### config.mk
export PLATFORM = sky130hd
export DESIGN_NAME = axil_link_top
export DESIGN_NICKNAME = d
export VERILOG_FILES = /design/src/hdl/axil_link_pkg.sv /design/src/hdl/link_fifo.sv /design/src/hdl/axil_store_packer.sv /design/src/hdl/store_endpoint.sv /design/src/hdl/axil_link_top.sv
export VERILOG_INCLUDE_DIRS = /design/src /design/src/hdl
export SDC_FILE = /design/constraint.sdc
export NUM_CORES = 2
export LEC_CHECK = 0
export BUFFER_PORTS_ARGS = -buffer_cell sky130_fd_sc_hd__buf_2
export CORE_AREA = 5 5 380 457
export CTS_BUF_LIST = sky130_fd_sc_hd__clkbuf_2
export CTS_CLUSTER_SIZE = 30
export DETAILED_ROUTE_END_ITERATION = 12
export DIE_AREA = 0 0 385 462
export PLACE_DENSITY = 0.78
export SYNTH_ARGS = -nofsm -noshare
export SYNTH_HDL_FRONTEND = slang
export SYNTH_SLANG_ARGS = --single-unit
### constraint.sdc
create_clock -name clk_i -period 10.3 [get_ports clk_i]
set_input_delay 1.545 -clock clk_i [delete_from_list [all_inputs] [get_ports clk_i]]
set_output_delay 1.545 -clock clk_i [all_outputs]
set_load 0.01 [all_outputs]
### src/hdl/axil_link_macros.svh
// ================================================
// AXI4-Lite link widths and depths
// Shared by the package and all link RTL
// ================================================

`ifndef AXIL_LINK_MACROS_SVH
`define AXIL_LINK_MACROS_SVH

// AXI4-Lite bus widths
`define AXIL_ADDR_W 32
`define AXIL_DATA_W 32

// Link command payload, one word per command
`define LINK_DATA_W 8
`define LINK_ADDR_W (`AXIL_DATA_W - `LINK_DATA_W - 1)

// Entries in each link FIFO
`define LINK_FIFO_DEPTH 4

// Endpoint decodes this many address bits
`define MEM_ADDR_W 8

`endif

### src/hdl/axil_link_pkg.sv
// ================================================
// AXI4-Lite link package
// Response codes and link word formats
// ================================================

`include "axil_link_macros.svh"

package axil_link_pkg;

  // AXI response codes
  typedef enum logic [1:0] {
    OKAY   = 2'b00,
    EXOKAY = 2'b01,
    SLVERR = 2'b10,
    DECERR = 2'b11
  } axil_resp_e;

  // Command word sent from the packer to the remote store
  // Data is zero for reads
  typedef struct packed {
    logic                      write_not_read;
    logic [`LINK_ADDR_W-1:0]   addr;
    logic [`LINK_DATA_W-1:0]   data;
  } link_cmd_s;

  // Response word returned for reads
  typedef struct packed {
    logic [`AXIL_DATA_W-`LINK_DATA_W-1:0] pad;
    logic [`LINK_DATA_W-1:0]              data;
  } link_rsp_s;

endpackage

### src/hdl/link_fifo.sv
// ================================================
// Link FIFO
// Small synchronous valid/ready queue for any
// payload type
// ================================================

`timescale 1ns/10ps

module link_fifo #(
  parameter type payload_t = logic [31:0],
  parameter int  depth_p   = 4
) (
  input  logic     clk_i,
  input  logic     reset_i,

  // Push side
  input  payload_t data_i,
  input  logic     v_i,
  output logic     ready_o,

  // Pop side
  output payload_t data_o,
  output logic     v_o,
  input  logic     ready_i
);

  localparam int ptr_w_lp   = (depth_p > 1) ? $clog2(depth_p) : 1;
  localparam int count_w_lp = $clog2(depth_p + 1);

  payload_t                mem [depth_p];
  logic [ptr_w_lp-1:0]     wr_ptr_r;
  logic [ptr_w_lp-1:0]     rd_ptr_r;
  logic [count_w_lp-1:0]   count_r;
  logic                    push;
  logic                    pop;

  assign ready_o = (count_r != count_w_lp'(depth_p));
  assign v_o     = (count_r != '0);
  assign data_o  = mem[rd_ptr_r];

  assign push = v_i && ready_o;
  assign pop  = v_o && ready_i;

  // Entry storage
  always_ff @(posedge clk_i)
  begin
    if (push)
      mem[wr_ptr_r] <= data_i;
  end

  always_ff @(posedge clk_i)
  begin
    if (reset_i)
    begin
      wr_ptr_r <= '0;
      rd_ptr_r <= '0;
      count_r  <= '0;
    end
    else
    begin
      // Wrap explicitly so any depth works
      if (push)
        wr_ptr_r <= (wr_ptr_r == ptr_w_lp'(depth_p - 1)) ? '0 : wr_ptr_r + 1'b1;
      if (pop)
        rd_ptr_r <= (rd_ptr_r == ptr_w_lp'(depth_p - 1)) ? '0 : rd_ptr_r + 1'b1;
      if (push && !pop)
        count_r <= count_r + 1'b1;
      else if (pop && !push)
        count_r <= count_r - 1'b1;
    end
  end

endmodule

### src/hdl/axil_store_packer.sv
// ================================================
// AXI4-Lite store packer
// Packs one AXI4-Lite load or store into a link
// command and waits for it to complete
// ================================================

`timescale 1ns/10ps

`include "axil_link_macros.svh"

module axil_store_packer
  import axil_link_pkg::*;
(
  input  logic                      clk_i,
  input  logic                      reset_i,

  // Write address
  input  logic [`AXIL_ADDR_W-1:0]   s_axil_awaddr_i,
  input  logic [2:0]                s_axil_awprot_i,
  input  logic                      s_axil_awvalid_i,
  output logic                      s_axil_awready_o,

  // Write data
  input  logic [`AXIL_DATA_W-1:0]   s_axil_wdata_i,
  input  logic [`AXIL_DATA_W/8-1:0] s_axil_wstrb_i,
  input  logic                      s_axil_wvalid_i,
  output logic                      s_axil_wready_o,

  // Write response
  output axil_resp_e                s_axil_bresp_o,
  output logic                      s_axil_bvalid_o,
  input  logic                      s_axil_bready_i,

  // Read address
  input  logic [`AXIL_ADDR_W-1:0]   s_axil_araddr_i,
  input  logic [2:0]                s_axil_arprot_i,
  input  logic                      s_axil_arvalid_i,
  output logic                      s_axil_arready_o,

  // Read data
  output logic [`AXIL_DATA_W-1:0]   s_axil_rdata_o,
  output axil_resp_e                s_axil_rresp_o,
  output logic                      s_axil_rvalid_o,
  input  logic                      s_axil_rready_i,

  // Link command out
  output link_cmd_s                 cmd_o,
  output logic                      cmd_v_o,
  input  logic                      cmd_ready_i,

  // Link response in
  input  link_rsp_s                 rsp_i,
  input  logic                      rsp_v_i,
  output logic                      rsp_ready_o
);

  typedef enum logic [2:0] {
    e_ready,
    e_write_req,
    e_read_req,
    e_read_resp,
    e_write_resp
  } state_e;

  state_e    state_r;
  state_e    state_n;
  link_cmd_s write_cmd;
  link_cmd_s read_cmd;

  // No error responses are generated
  assign s_axil_bresp_o = OKAY;
  assign s_axil_rresp_o = OKAY;

  // Read data comes straight from the link response
  assign s_axil_rdata_o = rsp_i;
  assign rsp_ready_o    = s_axil_rready_i;

  // Low address bits and low data byte form the command
  assign write_cmd = '{write_not_read: 1'b1,
                       addr:           s_axil_awaddr_i[`LINK_ADDR_W-1:0],
                       data:           s_axil_wdata_i[`LINK_DATA_W-1:0]};
  assign read_cmd  = '{write_not_read: 1'b0,
                       addr:           s_axil_araddr_i[`LINK_ADDR_W-1:0],
                       data:           '0};

  always_comb
  begin
    s_axil_awready_o = 1'b0;
    s_axil_wready_o  = 1'b0;
    s_axil_arready_o = 1'b0;
    s_axil_bvalid_o  = 1'b0;
    s_axil_rvalid_o  = 1'b0;
    cmd_o            = '0;
    cmd_v_o          = 1'b0;
    state_n          = state_r;

    case (state_r)
      e_ready:
      begin
        // Writes win over reads
        if (s_axil_awvalid_i && s_axil_wvalid_i)
          state_n = e_write_req;
        else if (s_axil_arvalid_i)
          state_n = e_read_req;
      end

      e_write_req:
      begin
        cmd_v_o          = 1'b1;
        cmd_o            = write_cmd;
        s_axil_awready_o = cmd_ready_i;
        s_axil_wready_o  = cmd_ready_i;
        if (cmd_ready_i)
          state_n = e_write_resp;
      end

      e_read_req:
      begin
        cmd_v_o          = 1'b1;
        cmd_o            = read_cmd;
        s_axil_arready_o = cmd_ready_i;
        if (cmd_ready_i)
          state_n = e_read_resp;
      end

      e_read_resp:
      begin
        // Blocks until the remote byte returns
        s_axil_rvalid_o = rsp_v_i;
        if (rsp_v_i && s_axil_rready_i)
          state_n = e_ready;
      end

      e_write_resp:
      begin
        s_axil_bvalid_o = 1'b1;
        if (s_axil_bready_i)
          state_n = e_ready;
      end

      default:
      begin
        state_n = e_ready;
      end
    endcase
  end

  always_ff @(posedge clk_i)
  begin
    if (reset_i)
      state_r <= e_ready;
    else
      state_r <= state_n;
  end

endmodule

### src/hdl/store_endpoint.sv
// ================================================
// Remote store endpoint
// Decodes link commands into byte memory writes
// and reads, with a registered read response
// ================================================

`timescale 1ns/10ps

`include "axil_link_macros.svh"

module store_endpoint
  import axil_link_pkg::*;
(
  input  logic      clk_i,
  input  logic      reset_i,

  // Command in
  input  link_cmd_s cmd_i,
  input  logic      cmd_v_i,
  output logic      cmd_ready_o,

  // Response out
  output link_rsp_s rsp_o,
  output logic      rsp_v_o,
  input  logic      rsp_ready_i
);

  localparam int mem_size_lp = 1 << `MEM_ADDR_W;

  logic [`LINK_DATA_W-1:0] mem [mem_size_lp];
  logic                    clearing_r;
  logic [`MEM_ADDR_W-1:0]  clear_addr_r;
  logic [`MEM_ADDR_W-1:0]  cmd_addr;
  logic [`LINK_DATA_W-1:0] rsp_data_r;
  logic                    rsp_v_r;
  logic                    cmd_fire;
  logic                    wr_fire;
  logic                    rd_fire;

  // Higher address bits alias
  assign cmd_addr = cmd_i.addr[`MEM_ADDR_W-1:0];

  // Reads need the response slot free or draining
  assign cmd_ready_o = !clearing_r &&
                       (cmd_i.write_not_read || !rsp_v_r || rsp_ready_i);

  assign cmd_fire = cmd_v_i && cmd_ready_o;
  assign wr_fire  = cmd_fire && cmd_i.write_not_read;
  assign rd_fire  = cmd_fire && !cmd_i.write_not_read;

  assign rsp_v_o = rsp_v_r;
  assign rsp_o   = '{pad: '0, data: rsp_data_r};

  // Memory clear sweep of one byte per cycle after reset
  always_ff @(posedge clk_i)
  begin
    if (reset_i)
    begin
      clearing_r   <= 1'b1;
      clear_addr_r <= '0;
    end
    else if (clearing_r)
    begin
      clear_addr_r <= clear_addr_r + 1'b1;
      if (clear_addr_r == '1)
        clearing_r <= 1'b0;
    end
  end

  always_ff @(posedge clk_i)
  begin
    if (clearing_r)
      mem[clear_addr_r] <= '0;
    else if (wr_fire)
      mem[cmd_addr] <= cmd_i.data;
  end

  always_ff @(posedge clk_i)
  begin
    if (rd_fire)
      rsp_data_r <= mem[cmd_addr];
  end

  always_ff @(posedge clk_i)
  begin
    if (reset_i)
      rsp_v_r <= 1'b0;
    else if (rd_fire)
      rsp_v_r <= 1'b1;
    else if (rsp_ready_i)
      rsp_v_r <= 1'b0;
  end

endmodule

### src/hdl/axil_link_top.sv
// ================================================
// AXI4-Lite link top level
// Packer, command and response FIFOs and the
// remote byte store
// ================================================

`timescale 1ns/10ps

`include "axil_link_macros.svh"

module axil_link_top
  import axil_link_pkg::*;
(
  input  logic                      clk_i,
  input  logic                      reset_i,

  input  logic [`AXIL_ADDR_W-1:0]   s_axil_awaddr_i,
  input  logic [2:0]                s_axil_awprot_i,
  input  logic                      s_axil_awvalid_i,
  output logic                      s_axil_awready_o,

  input  logic [`AXIL_DATA_W-1:0]   s_axil_wdata_i,
  input  logic [`AXIL_DATA_W/8-1:0] s_axil_wstrb_i,
  input  logic                      s_axil_wvalid_i,
  output logic                      s_axil_wready_o,

  output axil_resp_e                s_axil_bresp_o,
  output logic                      s_axil_bvalid_o,
  input  logic                      s_axil_bready_i,

  input  logic [`AXIL_ADDR_W-1:0]   s_axil_araddr_i,
  input  logic [2:0]                s_axil_arprot_i,
  input  logic                      s_axil_arvalid_i,
  output logic                      s_axil_arready_o,

  output logic [`AXIL_DATA_W-1:0]   s_axil_rdata_o,
  output axil_resp_e                s_axil_rresp_o,
  output logic                      s_axil_rvalid_o,
  input  logic                      s_axil_rready_i
);

  // Packer side of the link
  link_cmd_s pk_cmd;
  logic      pk_cmd_v;
  logic      pk_cmd_ready;
  link_rsp_s pk_rsp;
  logic      pk_rsp_v;
  logic      pk_rsp_ready;

  // Endpoint side of the link
  link_cmd_s ep_cmd;
  logic      ep_cmd_v;
  logic      ep_cmd_ready;
  link_rsp_s ep_rsp;
  logic      ep_rsp_v;
  logic      ep_rsp_ready;

  axil_store_packer u_packer (
    .clk_i            (clk_i),
    .reset_i          (reset_i),
    .s_axil_awaddr_i  (s_axil_awaddr_i),
    .s_axil_awprot_i  (s_axil_awprot_i),
    .s_axil_awvalid_i (s_axil_awvalid_i),
    .s_axil_awready_o (s_axil_awready_o),
    .s_axil_wdata_i   (s_axil_wdata_i),
    .s_axil_wstrb_i   (s_axil_wstrb_i),
    .s_axil_wvalid_i  (s_axil_wvalid_i),
    .s_axil_wready_o  (s_axil_wready_o),
    .s_axil_bresp_o   (s_axil_bresp_o),
    .s_axil_bvalid_o  (s_axil_bvalid_o),
    .s_axil_bready_i  (s_axil_bready_i),
    .s_axil_araddr_i  (s_axil_araddr_i),
    .s_axil_arprot_i  (s_axil_arprot_i),
    .s_axil_arvalid_i (s_axil_arvalid_i),
    .s_axil_arready_o (s_axil_arready_o),
    .s_axil_rdata_o   (s_axil_rdata_o),
    .s_axil_rresp_o   (s_axil_rresp_o),
    .s_axil_rvalid_o  (s_axil_rvalid_o),
    .s_axil_rready_i  (s_axil_rready_i),
    .cmd_o            (pk_cmd),
    .cmd_v_o          (pk_cmd_v),
    .cmd_ready_i      (pk_cmd_ready),
    .rsp_i            (pk_rsp),
    .rsp_v_i          (pk_rsp_v),
    .rsp_ready_o      (pk_rsp_ready)
  );

  link_fifo #(
    .payload_t (link_cmd_s),
    .depth_p   (`LINK_FIFO_DEPTH)
  ) u_cmd_fifo (
    .clk_i   (clk_i),
    .reset_i (reset_i),
    .data_i  (pk_cmd),
    .v_i     (pk_cmd_v),
    .ready_o (pk_cmd_ready),
    .data_o  (ep_cmd),
    .v_o     (ep_cmd_v),
    .ready_i (ep_cmd_ready)
  );

  store_endpoint u_endpoint (
    .clk_i       (clk_i),
    .reset_i     (reset_i),
    .cmd_i       (ep_cmd),
    .cmd_v_i     (ep_cmd_v),
    .cmd_ready_o (ep_cmd_ready),
    .rsp_o       (ep_rsp),
    .rsp_v_o     (ep_rsp_v),
    .rsp_ready_i (ep_rsp_ready)
  );

  link_fifo #(
    .payload_t (link_rsp_s),
    .depth_p   (`LINK_FIFO_DEPTH)
  ) u_rsp_fifo (
    .clk_i   (clk_i),
    .reset_i (reset_i),
    .data_i  (ep_rsp),
    .v_i     (ep_rsp_v),
    .ready_o (ep_rsp_ready),
    .data_o  (pk_rsp),
    .v_o     (pk_rsp_v),
    .ready_i (pk_rsp_ready)
  );

endmodule

-- After elaboration in Yosys (flattened, before gate mapping)
Memories as Yosys holds them, arrays and structs flattened. A register that Yosys moved wholly into a read port is not among the register bits.
Cells that the tools add are included.
- flip-flop bits (word level): 27
- word-level logic and storage cells: 109
- memories: 3
- bits of input ports: 113
- output and inout port bits: 41
- bits in writable memories: 2208
- $add $sub $neg: 9
- reductions and logical operators: 30
- multiplexer cells: 41
- eq/ne operators: 16
- memory list (name ; depth ; width ; rd ports ; clocked after Yosys merged registers in ; write ports ; RTL line ; RTL):
    u_endpoint.mem ; 256 ; 8 ; 1 ; 1 ; 1 ; store_endpoint.sv:30 ; logic [`LINK_DATA_W-1:0] mem [mem_size_lp];
    u_cmd_fifo.mem ; 4 ; 32 ; 1 ; 1 ; 1 ; link_fifo.sv:30 ; payload_t mem [depth_p];
    u_rsp_fifo.mem ; 4 ; 8 ; 1 ; 1 ; 1 ; link_fifo.sv:30 ;
- operators by type and width (cell ; count):
    case mux 32 bit (2 select lines) ; 1
    two-way mux 3 bit ; 10
    two-way mux 1 bit ; 19
    two-way mux 2 bit ; 8
    two-way mux 8 bit ; 2
    case mux 3 bit (5 select lines) ; 1
    logical AND 1 bit ; 12
    adder 2 x 1 -> 2 bit, second input constant ; 4
    adder 8 x 1 -> 8 bit, second input constant ; 1
    equality test 2 bit, second input constant ; 4
    equality test 8 bit, second input constant ; 1
    OR reduction 8 bit ; 1
    logical NOT 1 bit ; 7
    adder 3 x 1 -> 3 bit, second input constant ; 2
    equality test 3 x 2 -> 1 bit, second input constant ; 2
    inequality test 2 x 1 -> 1 bit, second input constant ; 3
    inequality test 3 bit, second input constant ; 2
    nonzero test 2 bit ; 3
    nonzero test 3 bit ; 2
    subtractor 3 x 1 -> 3 bit, second input constant ; 2
    AND reduction 5 bit ; 1
    equality test 3 x 1 -> 1 bit, second input constant ; 1
    equality test 3 bit, second input constant ; 1
    logical NOT 3 bit ; 1
    4 further kinds ; 5

-- Logic depth before layout (Yosys ltp)
- depth after elaboration: 11
- mapped depth: 15
- depth with buffers taken out: 11

-- Hierarchy
From an unflattened synthesis, not the netlist that was laid out.
- cell total of the unflattened synthesis: 4381
- area total of the unflattened synthesis: 91303.8 µm²
- modules (own cells, without submodules) (module ; area an instance (µm²) ; cells each ; times used ; sequential area each (µm²)):
    store_endpoint ; 80304.5 ; 3852 ; 1 ; 61939.4
    link_fifo ; 5084.9 ; 215 ; 2 ; 4023.9
    axil_store_packer ; 829.5 ; 99 ; 1 ; 60.1

-- Worst setup path after synthesis
OpenSTA, ideal clock, no wires.
- path kind: register -> register
- start point: register with a tool-made name
- end point: memory u_endpoint.mem[0][0] (netlist name) (data pin)
- arrival: 4.712 ns
- data required time: 9.427 ns
- period minus slack after synthesis: 5.585 ns
- stages on the path, launching flop included: 6
- path slack: 4.715 ns
- library setup time: 0.873 ns
- path buffers: 3
- cells stage by stage: dfxtp_1 -> buf_6 -> buf_4 -> buf_1 -> mux4_2 -> and3_1
- RTL lines (element ; RTL line):
    to (decl) ; store_endpoint.sv:30

==> metrics.cfg <==
[sta]
setup-tns-final_ns=0
maxClockFrequency_mhz=157
rsz0062_at_grt=no
period_minus_slack_ns=6.37
setup_viol=0
clock_skew_ns=0.214
final_min_period_over_clock_period_pct=61.8
final-hold-violation-count=0
worst_pin_slew_ns=1.75
timing.max_slew.rel_slack_pct=-16.5
timing.final.max_slew_violations=140

[worst_hold_path]
worst_hold_launch=s_axil_wdata_i[7]
hold_class=in2reg
whs_path_depth=2
holdPathEnd=u_cmd_fifo.mem[2][7]

[power]
power.static_leakage_uw=0.0271
ir_drop_uv=195
power_density_nw_per_um2=233

[cells_and_area]
area.growth.synth_to_final_pct=7.47
fillers=12760
layout_cells_sized_above_1_pct=19.6
post-route-cell-area_um2=93500
fin_nets=5624

[cts]
clockRootBuffer=clkbuf_2
postCtsSetupBuffers=0
cts_tree=yes
cts_max_level=5
numClockSinks=2187
cts_resized=0
number_of_buffers_between_clock_root_and_the_deepest_sink=4
cts-buffers-inserted=480
clk_latency_ns=1.89
worst_setup_hold_path_clk_slew_ns=0.12

[detailed_routing]
drt_first_pass_iters=7
detail_route.vias_per_cell=6.37
drt-initial-drc-count=7444
finalWirelength_mm=234
wl_met1_mm=77.6
highest_routed_layer=met5
wire_per_inst_um=28.8
drc_errors=0
wl_met2_mm=108
wl_met3_mm=30.1
antenna_violating_nets_post_route=0
route.vias.total=51739

[logic_synthesis]
synth_cell_types=72
synth_warnings=0
synthesized_area_divided_by_synthesized_cell_count_um2=16.7
netlist_area_um2=87000
synth-seq-cells=2187
postSynth.asyncResetShare_pct=0
seq_area_frac_synth_pct=75.1
synth_flop_cell=edfxtp_1
cell_types_with_the_largest_area_share_after_synthesis=edfxtp_1 74%, mux4_2 5.6%, mux2i_1 4.3%
combinational_family_with_the_most_area_after_synthesis=multiplexers
synth_edf_count=2156
simple_gate_share_of_the_synthesized_area_pct=6.40
synthDominantCellAreaShare_pct=74.4
synth_fa_ha_area_share_pct=0.233
synth_top_area_cell=edfxtp_1
synth.mux.area_fraction_pct=10.1
synth_compound_gate_area_share_pct=5.76
synth-xor-area-share_pct=0.101
syn_inst=5201

[placed_design]
hpwlAfterDp_mm=136
routabilityCongestion=0.925
postPlaceCellArea_um2=89300
port-buffer-count=43

[floorplanning]
area_of_the_core_um2=169000
initial_core_util_pct=51.4
die_outline_height_um=462
row_count=166
die-area_um2=178000
num_io_pins=154
dieWidth_um=385

[critical_path]
critPathKind=reg2reg
worstRegToRegCells=10
crit-reg2reg-capture=u_endpoint.rsp_data_r[2]
crit_path_max_fanout=72
ff2ff_setup_slack_ns=3.93
worst-endpoint-arrival_ns=7.84
worst_setup_path_end_kind=register
critPathLaunchType=register
cp_data_required_time_ns=11.77

[status]
violations=max-capacitance violations, max-slew violations
outcome=finished with violations

[global_route]
grt_use_total_pct=25.9
antenna_violations_before_repair=13
grt-ovfl-total=0
first_pass_grt_wire_length_mm=336
number_of_global_route_vias_before_repair=50640
grt_max_degree=233

[flow_run]
max-cap-violations=1

[cells by family (layout without fill, tap and decap cells)]
kind of cell    count (synthesis)  in the layout
compound gates                726            726
xor+xnor                       10             10
fa+ha+maj                      15             15
buf+inv                       376            992
flops                        2187           2187
mux                           599            599
other cells                     1             36
simple gates                 1287           1287
[layout make-up]
| type | count | area, µm² | share of cell area, % |
|---|---|---|---|
| Clock inverter | 124 | 599 | 0.641 |
| Timing Repair Buffer | 155 | 1250 | 1.33 |
| Tap cell | 2268 | 2840 | 3.03 |
| Inverter | 7 | 26.3 | 0.0281 |
| Clock buffer | 706 | 3530 | 3.78 |
| Antenna cell | 8 | 20.0 | 0.0214 |
| Multi-Input combinational cell | 2665 | 19900 | 21.3 |
| Sequential cell | 2187 | 65400 | 69.9 |
[where the power goes]
group          switching [µW]  internal (µW)  total (µW)
clock                    3230           1890        5120
combinational            4880           1980        6860
sequential               60.6           9760        9820
[metrics by stage]
stage | util, % | cells | hold slack (ns) | setup slack, ns | total power [µW]
finish | 55.2 | 8120 | 0.249 | 3.93 | 21800
global route | 55.2 | 8113 | 0.124 | 4.09 | 22500
CTS | 55.2 | 8112 | 0.0159 | 4.31 | 21600
detailed placement | 52.7 | 7271 | 0.486 | 4.35 | 16600
global placement | 52.7 | 7271 | 0.468 | 4.48 | 16500
floorplan | - | 5228 | 0.459 | 4.72 | 14200
[flip-flops by register name, indices dropped and copies added (netlist names), 2 cells and up, named ones only]
signal	flops
u_endpoint.rsp_data_r	8
u_endpoint.mem	2048
u_rsp_fifo.count_r	3
u_endpoint.clear_addr_r	8
u_cmd_fifo.mem	68
u_cmd_fifo.rd_ptr_r	2
u_rsp_fifo.mem	32
u_packer.state_r	3
u_rsp_fifo.wr_ptr_r	2
u_cmd_fifo.count_r	3
u_cmd_fifo.wr_ptr_r	2
u_rsp_fifo.rd_ptr_r	2
[per-layer routing]
layer / track usage (%) / vias up
li1: - / 21330
met1: 32.2 / 25355
met2: 39.9 / 4215
met3: 6.91 / 827
met4: 17.9 / 12
met5: 0 / -
[cells in the final DEF (no fill, tap or decap), types with 43 or more instances in the layout]
| cell | Yosys | routed |
|---|---|---|
| a211oi_1 | 91 | 91 |
| a21oi_1 | 163 | 163 |
| a311oi_1 | 47 | 47 |
| a31oi_1 | 60 | 60 |
| buf_2 | 78 | 43 |
| buf_4 | 94 | 88 |
| clkbuf_2 | 0 | 706 |
| clkinv_1 | 0 | 94 |
| edfxtp_1 | 2156 | 2156 |
| mux2i_1 | 370 | 369 |
| mux4_2 | 217 | 214 |
| nand2_1 | 575 | 573 |
| nand3_1 | 129 | 124 |
| nor2_1 | 357 | 354 |
| nor2b_1 | 84 | 83 |
| o21ai_0 | 69 | 69 |
| o221ai_1 | 84 | 84 |
| o22ai_1 | 62 | 62 |
[synthesized netlist by cell type (5+ instances only)]
cell and n:
nand4_1 26, a21oi_1 163, mux2i_1 370, a21o_1 6, inv_1 7, a22oi_1 28, o221ai_1 84, nand2b_1 13
o22ai_1 62, nand3_1 129, o2111ai_1 5, o211ai_1 12, nor2_1 357, o21ai_0 69, and2_1 15, buf_6 22
buf_1 26, o32ai_1 5, a211oi_1 91, clkbuf_1 149, nor3_1 27, nand2_1 575, xor2_1 8, a32oi_1 31
mux4_2 217, and3_1 13, nand3b_1 10, a31oi_1 60, nor2b_1 84, buf_2 78, ha_1 13, a2111oi_0 16
o21ai_1 8, mux2_2 10, a221oi_1 6, dfxtp_1 31, buf_4 94, a311oi_1 47, nor4_1 18, edfxtp_1 2156
[worst max-delay path, stage by stage (launching register included)]
cell       delay, ns
dfxtp_1         0.34
buf_4           0.41
mux4_4          0.86
buf_12          0.40
nand2b_4        0.59
buf_4           0.83
o22ai_1         0.36
o21ai_0         0.27
o2111ai_1       0.25
nor4_1          1.16
nor4_1          0.35
[repair_timing]
action | in CTS | in global routing
hold buffers | 11 | 0
setup endpoints to repair | 0 | 0
endpoints found under the hold margin | 31 | 0
[worst max path at each step]
stage                   from                       end
floorplan           register      u_endpoint.mem[0][0]
global placement    register  u_endpoint.rsp_data_r[0]
detailed placement  register  u_endpoint.rsp_data_r[6]
CTS                 register  u_endpoint.rsp_data_r[6]
global route        register  u_endpoint.rsp_data_r[2]
finish              register  u_endpoint.rsp_data_r[2]
(Power assumes the default switching activity.)
